<file path="src/hdl/rv_cfg.svh">
`ifndef RV_CFG_SVH
`define RV_CFG_SVH

// Datapath word width
`define RV_DATA_WIDTH 32

// Register index width for 32 architectural registers
`define RV_REG_ADDR_WIDTH 5

// Instruction address width
`define RV_PC_WIDTH 32

// Data memory depth in words
`define RV_DMEM_WORDS 64

`endif
</file>
<file path="src/hdl/rv_pkg.sv">
`default_nettype none

`include "rv_cfg.svh"

package rv_pkg;

    typedef logic [`RV_PC_WIDTH-1:0]       inst_addr;  // Instruction address
    typedef logic [`RV_DATA_WIDTH-1:0]     data_word;  // Operand, result, memory word
    typedef logic [`RV_REG_ADDR_WIDTH-1:0] reg_addr;   // Destination register

    typedef enum logic [3:0] {
        ALU_ADD  = 4'd0,
        ALU_SUB  = 4'd1,
        ALU_AND  = 4'd2,
        ALU_OR   = 4'd3,
        ALU_XOR  = 4'd4,
        ALU_SLL  = 4'd5,
        ALU_SRL  = 4'd6,
        ALU_SRA  = 4'd7,
        ALU_SLT  = 4'd8,
        ALU_SLTU = 4'd9
    } alu_op_e;

    // Source of the register write-back value
    typedef enum logic [1:0] {
        WB_ALU  = 2'd0,
        WB_LOAD = 2'd1,
        WB_LINK = 2'd2
    } wb_sel_e;

endpackage

`default_nettype wire

</file>
<file path="src/hdl/rv_ex_mem_if.sv">
`timescale 1ns/1ps
`default_nettype none

interface rv_ex_mem_if;

    rv_pkg::inst_addr pc;             // Address of the operation
    rv_pkg::data_word result;         // Result or link that also addresses memory
    rv_pkg::data_word store_data;     // Word to store
    logic             mem_wr_enable;  // Store request
    rv_pkg::reg_addr  reg_wr_addr;
    logic             reg_wr_enable;  // Register write request
    rv_pkg::wb_sel_e  wb_sel;

    modport stage_out (
        output pc, result, store_data, mem_wr_enable,
        output reg_wr_addr, reg_wr_enable, wb_sel
    );

    // Memory only sees the address and the store side
    modport mem_side (
        input result, store_data, mem_wr_enable
    );

    modport wb_side (
        input pc, result, reg_wr_addr, reg_wr_enable, wb_sel
    );

endinterface

`default_nettype wire

</file>
<file path="src/hdl/rv_backend.sv">
`timescale 1ns/1ps
`default_nettype none

module rv_backend (
    input  logic             i_clock,
    input  logic             i_reset,

    input  rv_pkg::inst_addr i_pc,
    input  rv_pkg::data_word i_op_a,
    input  rv_pkg::data_word i_op_b,
    input  rv_pkg::data_word i_store_data,     // Word for a store
    input  rv_pkg::alu_op_e  i_alu_op,
    input  logic             i_mem_wr_enable,
    input  rv_pkg::reg_addr  i_reg_wr_addr,
    input  logic             i_reg_wr_enable,
    input  rv_pkg::wb_sel_e  i_wb_sel,
    input  logic             i_flush,          // Cancel the operation in execute

    output logic             o_wb_enable,
    output rv_pkg::reg_addr  o_wb_addr,
    output rv_pkg::data_word o_wb_data,
    output rv_pkg::inst_addr o_wb_pc
);

    rv_pkg::data_word alu_result;
    rv_pkg::inst_addr alu_link;
    rv_pkg::data_word ex_value;    // Value carried into EX/MEM
    rv_pkg::data_word load_data;

    rv_ex_mem_if ex_mem_bus ();

    rv_alu u_alu (
        .i_op_a   (i_op_a),
        .i_op_b   (i_op_b),
        .i_alu_op (i_alu_op),
        .i_pc     (i_pc),
        .o_result (alu_result),
        .o_link   (alu_link)
    );

    // Jumps write back the link address instead of the ALU result
    assign ex_value = (i_wb_sel == rv_pkg::WB_LINK) ? rv_pkg::data_word'(alu_link)
                                                    : alu_result;

    rv_pipeline_ex_mem u_ex_mem (
        .i_clock         (i_clock),
        .i_reset         (i_reset),
        .i_flush         (i_flush),
        .i_pc            (i_pc),
        .i_result        (ex_value),
        .i_store_data    (i_store_data),
        .i_mem_wr_enable (i_mem_wr_enable),
        .i_reg_wr_addr   (i_reg_wr_addr),
        .i_reg_wr_enable (i_reg_wr_enable),
        .i_wb_sel        (i_wb_sel),
        .o_stage         (ex_mem_bus.stage_out)
    );

    rv_data_memory u_dmem (
        .i_clock     (i_clock),
        .i_stage     (ex_mem_bus.mem_side),
        .o_load_data (load_data)
    );

    rv_pipeline_mem_wb u_mem_wb (
        .i_clock     (i_clock),
        .i_reset     (i_reset),
        .i_stage     (ex_mem_bus.wb_side),
        .i_load_data (load_data),
        .o_wb_enable (o_wb_enable),
        .o_wb_addr   (o_wb_addr),
        .o_wb_data   (o_wb_data),
        .o_wb_pc     (o_wb_pc)
    );

endmodule

`default_nettype wire

</file>
<file path="src/hdl/rv_pipeline_mem_wb.sv">
`timescale 1ns/1ps
`default_nettype none

module rv_pipeline_mem_wb (
    input  logic             i_clock,
    input  logic             i_reset,
    rv_ex_mem_if.wb_side     i_stage,      // Operation in the memory stage
    input  rv_pkg::data_word i_load_data,  // Word read by the memory stage

    output logic             o_wb_enable,  // Register write request
    output rv_pkg::reg_addr  o_wb_addr,
    output rv_pkg::data_word o_wb_data,
    output rv_pkg::inst_addr o_wb_pc
);

    rv_pkg::data_word wb_value;  // Selected write-back data

    // Link already sits in result, so only loads need the memory word
    assign wb_value = (i_stage.wb_sel == rv_pkg::WB_LOAD) ? i_load_data : i_stage.result;

    always_ff @(posedge i_clock) begin
        if (i_reset) begin
            o_wb_enable <= 1'b0;
        end else begin
            o_wb_enable <= i_stage.reg_wr_enable;
        end
    end

    always_ff @(posedge i_clock) begin
        o_wb_addr <= i_stage.reg_wr_addr;
        o_wb_data <= wb_value;
        o_wb_pc   <= i_stage.pc;  // Carried for tracing the retired operation
    end

endmodule

`default_nettype wire

</file>
<file path="src/hdl/rv_data_memory.sv">
`timescale 1ns/1ps
`default_nettype none

`include "rv_cfg.svh"

module rv_data_memory (
    input  logic             i_clock,
    rv_ex_mem_if.mem_side    i_stage,      // Address, store data and write enable
    output rv_pkg::data_word o_load_data   // Word at the current address
);

    localparam int ADDR_BITS = $clog2(`RV_DMEM_WORDS);  // Word index width

    rv_pkg::data_word             mem [`RV_DMEM_WORDS];
    logic [ADDR_BITS-1:0]         word_index;

    // Byte address to word index wrapping at the memory depth
    assign word_index = i_stage.result[ADDR_BITS+1:2];

    always_ff @(posedge i_clock) begin
        if (i_stage.mem_wr_enable) begin
            mem[word_index] <= i_stage.store_data;  // Store lands at end of stage
        end
    end

    assign o_load_data = mem[word_index];  // Asynchronous read

endmodule

`default_nettype wire

</file>
<file path="src/hdl/rv_pipeline_ex_mem.sv">
`timescale 1ns/1ps
`default_nettype none

module rv_pipeline_ex_mem (
    input  logic               i_clock,
    input  logic               i_reset,
    input  logic               i_flush,          // Cancels the writes of this operation

    input  rv_pkg::inst_addr   i_pc,
    input  rv_pkg::data_word   i_result,         // ALU result or link address
    input  rv_pkg::data_word   i_store_data,
    input  logic               i_mem_wr_enable,  // Store request
    input  rv_pkg::reg_addr    i_reg_wr_addr,
    input  logic               i_reg_wr_enable,  // Register write request
    input  rv_pkg::wb_sel_e    i_wb_sel,

    rv_ex_mem_if.stage_out     o_stage           // Registered operation for memory stage
);

    logic keep;  // Operation survives flush

    assign keep = ~i_flush;

    always_ff @(posedge i_clock) begin
        if (i_reset) begin
            o_stage.pc            <= '0;
            o_stage.result        <= '0;
            o_stage.store_data    <= '0;
            o_stage.mem_wr_enable <= 1'b0;
            o_stage.reg_wr_addr   <= '0;
            o_stage.reg_wr_enable <= 1'b0;
            o_stage.wb_sel        <= rv_pkg::WB_ALU;
        end else begin
            o_stage.pc            <= i_pc;
            o_stage.result        <= i_result;
            o_stage.store_data    <= i_store_data;
            o_stage.mem_wr_enable <= i_mem_wr_enable & keep;  // Flushed store is dropped
            o_stage.reg_wr_addr   <= i_reg_wr_addr;
            o_stage.reg_wr_enable <= i_reg_wr_enable & keep;
            o_stage.wb_sel        <= i_wb_sel;
        end
    end

endmodule

`default_nettype wire

</file>
<file path="src/hdl/rv_alu.sv">
`timescale 1ns/1ps
`default_nettype none

module rv_alu (
    input  rv_pkg::data_word i_op_a,    // First operand
    input  rv_pkg::data_word i_op_b,    // Second operand or shift amount
    input  rv_pkg::alu_op_e  i_alu_op,  // Operation select
    input  rv_pkg::inst_addr i_pc,      // Address of the operation
    output rv_pkg::data_word o_result,
    output rv_pkg::inst_addr o_link     // Return address for jumps
);

    logic [4:0] shamt;       // Shift amount
    logic       lt_signed;
    logic       lt_unsigned;

    assign shamt       = i_op_b[4:0];
    assign lt_signed   = $signed(i_op_a) < $signed(i_op_b);
    assign lt_unsigned = i_op_a < i_op_b;

    always_comb begin
        case (i_alu_op)
            rv_pkg::ALU_ADD: begin
                o_result = i_op_a + i_op_b;
            end
            rv_pkg::ALU_SUB: begin
                o_result = i_op_a - i_op_b;
            end
            rv_pkg::ALU_AND: begin
                o_result = i_op_a & i_op_b;
            end
            rv_pkg::ALU_OR: begin
                o_result = i_op_a | i_op_b;
            end
            rv_pkg::ALU_XOR: begin
                o_result = i_op_a ^ i_op_b;
            end
            rv_pkg::ALU_SLL: begin
                o_result = i_op_a << shamt;
            end
            rv_pkg::ALU_SRL: begin
                o_result = i_op_a >> shamt;
            end
            rv_pkg::ALU_SRA: begin
                o_result = rv_pkg::data_word'($signed(i_op_a) >>> shamt);  // Sign fill
            end
            rv_pkg::ALU_SLT: begin
                o_result = rv_pkg::data_word'(lt_signed);
            end
            rv_pkg::ALU_SLTU: begin
                o_result = rv_pkg::data_word'(lt_unsigned);
            end
            default: begin
                o_result = '0;  // Unused encodings
            end
        endcase
    end

    // Link is always computed; the top level decides whether it is used
    assign o_link = i_pc + rv_pkg::inst_addr'(4);

endmodule

`default_nettype wire

</file>
<file path="config.mk">
export PLATFORM = sky130hd
export DESIGN_NAME = rv_backend
export DESIGN_NICKNAME = d
export VERILOG_FILES = /design/src/hdl/rv_pkg.sv /design/src/hdl/rv_ex_mem_if.sv /design/src/hdl/rv_backend.sv /design/src/hdl/rv_pipeline_mem_wb.sv /design/src/hdl/rv_data_memory.sv /design/src/hdl/rv_pipeline_ex_mem.sv /design/src/hdl/rv_alu.sv
export VERILOG_INCLUDE_DIRS = /design/src /design/src/hdl
export SDC_FILE = /design/constraint.sdc
export NUM_CORES = 2
export LEC_CHECK = 0
export BUFFER_PORTS_ARGS = -buffer_cell sky130_fd_sc_hd__buf_2
export CAP_MARGIN = 30
export CELL_PAD_IN_SITES_DETAIL_PLACEMENT = 0
export CELL_PAD_IN_SITES_GLOBAL_PLACEMENT = 1
export CORE_MARGIN = 4
export CORE_UTILIZATION = 35
export DETAILED_ROUTE_END_ITERATION = 8
export PLACE_DENSITY_LB_ADDON = 0.2
export SLEW_MARGIN = 20
export SYNTH_ARGS = -nofsm -noshare
export SYNTH_HDL_FRONTEND = slang
export SYNTH_SLANG_ARGS = --single-unit
</file>
<file path="constraint.sdc">
create_clock -name i_clock -period 12.9 [get_ports i_clock]
set_clock_uncertainty 0.1 [all_clocks]
set_input_delay 2.58 -clock i_clock [delete_from_list [all_inputs] [get_ports i_clock]]
set_output_delay 2.58 -clock i_clock [all_outputs]
set_load 0.01 [all_outputs]
</file>
==> flow_metrics.tcl <==
set metrics [dict create \
    h-tree-depth 4 \
    critPathTopFamily "compound AO/OA/AOI/OAI gates" \
    io_pins 214 \
    ir_drop_uv 141 \
    max_freq_mhz 159 \
    total_power_mw 15.9 \
    cts_tree "yes" \
    ff2ff_setup_slack_ns 7.30 \
    clk_pin_slew_ns 0.06 \
    start_kind "primary input" \
    fin_worst_hold_slack_ns 0.205 \
    rows 183 \
    setup_tns_ns 0 \
    critical_path.slowest_cell "a221oi_1" \
    synth_edf_count 2048 \
    nets 6140 \
    min_path_cells 0 \
    seqCellArea_um2 65100 \
    ctsHoldBuffers 0 \
    clk-insertion-delay-late_ns 0.88 \
    area_growth_pct 15.2 \
    worstPathRequired_ns 13.52 \
    worstPathMaxFanout 40 \
    yosysTopAreaCell "edfxtp_1" \
    antenna_found_initial 17 \
    critPathKind "primary input to flip-flop" \
    post-route-min-period_ns 6.30 \
    fillCellCount 22900 \
    min_path_type "flip-flop to flip-flop" \
    synth_cells 5658 \
    track_usage_pct 23.0 \
    setup_ws_ns 6.60 \
    setup_viol 0 \
    numCtsBuffers 227 \
    cts.repair.resized 0 \
    cp.arrival_ns 6.93 \
    max_slew_margin_pct 27.0 \
    stdcell_count 9424 \
    syn-num-nets 5905 \
    grt_max_degree 93 \
    synth-seq-area-share_pct 74.3 \
    dpl_worst_slack_ns 5.86 \
    num_vias 55300 \
    die_width_um 508 \
    fp.coreArea_um2 249000 \
    drtPass1Iterations 9 \
    p_per_area_nw_per_um2 158 \
    synth_warnings 0 \
    cp_cell_sequence "buf_2, buf_4, clkinv_1, ha_1, and2_1, a221oi_1, a211o_1, a211o_1, a41oi_2, a221oi_1, nor2_1, a311o_1, o21bai_1, a32o_1" \
    grt_pass1_vias 53800 \
    layout_commonest_cell "edfxtp_1" \
    gr-total-overflow 0 \
    dp_hpwl_mm 176 \
    async_flop_share_pct 0 \
    first_iter_violations 6472 \
    rsz0062_at_grt "no" \
    critPathCaptureType "flip-flop" \
    worst_path_largest_cell_delay_ns 0.66 \
    drc 0 \
    utilization_pct 40.6 \
    holdPathEnd "u_mem_wb.o_wb_pc[1]" \
    multiInputGateArea_um2 21200 \
    layout_worst_path_cycle_share_pct 48.9 \
    synthFlopType "edfxtp_1" \
    synth.distinct_cells 75 \
    hold_viol_final 0 \
    layout_common_cells "edfxtp_1, a22oi_1, nor2_1" \
    start_util_pct 35.2 \
    path_buf_inv 3 \
    syn_avg_cell_area_um2 15.5 \
    clkSinkCount 2223 \
    tightest_slew_ns 1.10 \
    status "finished, final reports clean" \
    worstHoldStart "u_ex_mem.o_stage.pc[1]" \
    clockBufferDepth 3 \
    routed_wl_mm 306 \
    drive_above_1_share_pct 14.8 \
    yosysTopAreaCellShare_pct 70.3 \
    ff2ff_path_depth 12 \
    timing.rr.end "u_mem_wb.o_wb_data[27]" \
    maxCapViolCount 0 \
    synth_area_um2 87500 \
    fin_area_um2 101000 \
    via_per_inst 5.87 \
    dp_cells 8994 \
    ys_ff_latch 2223 \
    grt_pass1_wl_mm 427 \
    synth.area.top_cells "edfxtp_1, a22oi_1, dfxtp_1" \
    numPortBuffers 213 \
    drtAntennaViolNets 0 \
    routedWlPerCell_um 32.5 \
    drv_slew 0 \
    reg2reg_from "u_ex_mem.o_stage.result[3]" \
    post_cts_buffers 0 \
    dieHeight_um 508 \
    p_leak_nw 30.0 \
    cts_root_buf "clkbuf_16" \
    routabilityCongestion 0.905 \
    place_area_um2 93500 \
    dieArea_um2 258000 \
]
synthesized netlist by cell type (22+ instances only):
cell,number
edfxtp_1,2048
a22oi_1,755
clkbuf_1,303
nor2_1,300
a21oi_1,192
nand4_1,180
a221oi_1,179
dfxtp_1,175
nand2_1,166
a22o_1,144
o21ai_0,139
inv_1,105
ha_1,101
a31oi_1,94
nor2b_1,84
buf_1,80
mux4_2,48
o22ai_1,47
nor3_1,43
nand3_1,41
mux2i_1,38
a211oi_1,37
o211ai_1,36
and3_1,22
report_power, final:
part | switching [mW] | internal [mW]
clock network | 2.79 | 3.66
registers | 0.0354 | 7.92
logic | 1.09 | 0.443
flip-flops by register name, summed over array words and instances, names as in the netlist:
signal / flops
u_dmem.mem: 2048
u_ex_mem.o_stage.mem_wr_enable: 1
u_ex_mem.o_stage.pc: 32
u_ex_mem.o_stage.reg_wr_addr: 5
u_ex_mem.o_stage.reg_wr_enable: 1
u_ex_mem.o_stage.result: 32
u_ex_mem.o_stage.store_data: 32
u_ex_mem.o_stage.wb_sel: 2
u_mem_wb.o_wb_addr: 5
u_mem_wb.o_wb_data: 32
u_mem_wb.o_wb_enable: 1
u_mem_wb.o_wb_pc: 32
area by class of cell:
class | instances | area share (%)
Antenna cell | 10 | 0.0248
Clock buffer | 309 | 6.13
Clock inverter | 111 | 1.12
Inverter | 107 | 0.398
Multi-Input combinational cell | 2933 | 21.0
Sequential cell | 2223 | 64.5
Tap cell | 3330 | 4.13
Timing Repair Buffer | 401 | 2.70
per-layer routing:
layer  GRT usage (%)  part of all wire [%]
met1            32.9                    44
met2            37.3                    47
met3            3.01                   6.2
met4            5.74                   2.5
met5               0                 0.025
worst max-delay path by stage:
| stage | endpoint | slack [ns] | from | depth (start not counted) |
|---|---|---|---|---|
| after floorplan | u_ex_mem.o_stage.result[29] | 5.98 | i_op_b[2] | 16 |
| after global placement | u_ex_mem.o_stage.result[30] | 5.92 | i_op_b[4] | 14 |
| after detailed placement | u_ex_mem.o_stage.result[30] | 5.86 | i_op_b[4] | 14 |
| after CTS | u_ex_mem.o_stage.result[30] | 6.77 | i_op_b[4] | 14 |
| after global routing | u_ex_mem.o_stage.result[31] | 6.33 | i_op_b[4] | 15 |
| final | u_ex_mem.o_stage.result[30] | 6.60 | i_op_b[4] | 14 |
logic make-up (layout without fill, tap and decap cells):
kind of cell    after synthesis  count (layout)  synth area share (%)
flops                      2223            2223                  74.3
compound gates             1778            1778                  14.8
simple gates                923             923                  5.20
buf+inv                     502             928                  2.17
fa+ha+maj                   103             103                  1.49
mux                          94              94                  1.77
xor+xnor                     35              35                 0.350
other cells                   0              10                     0
Note: power is estimated with default switching activity, not from simulation.
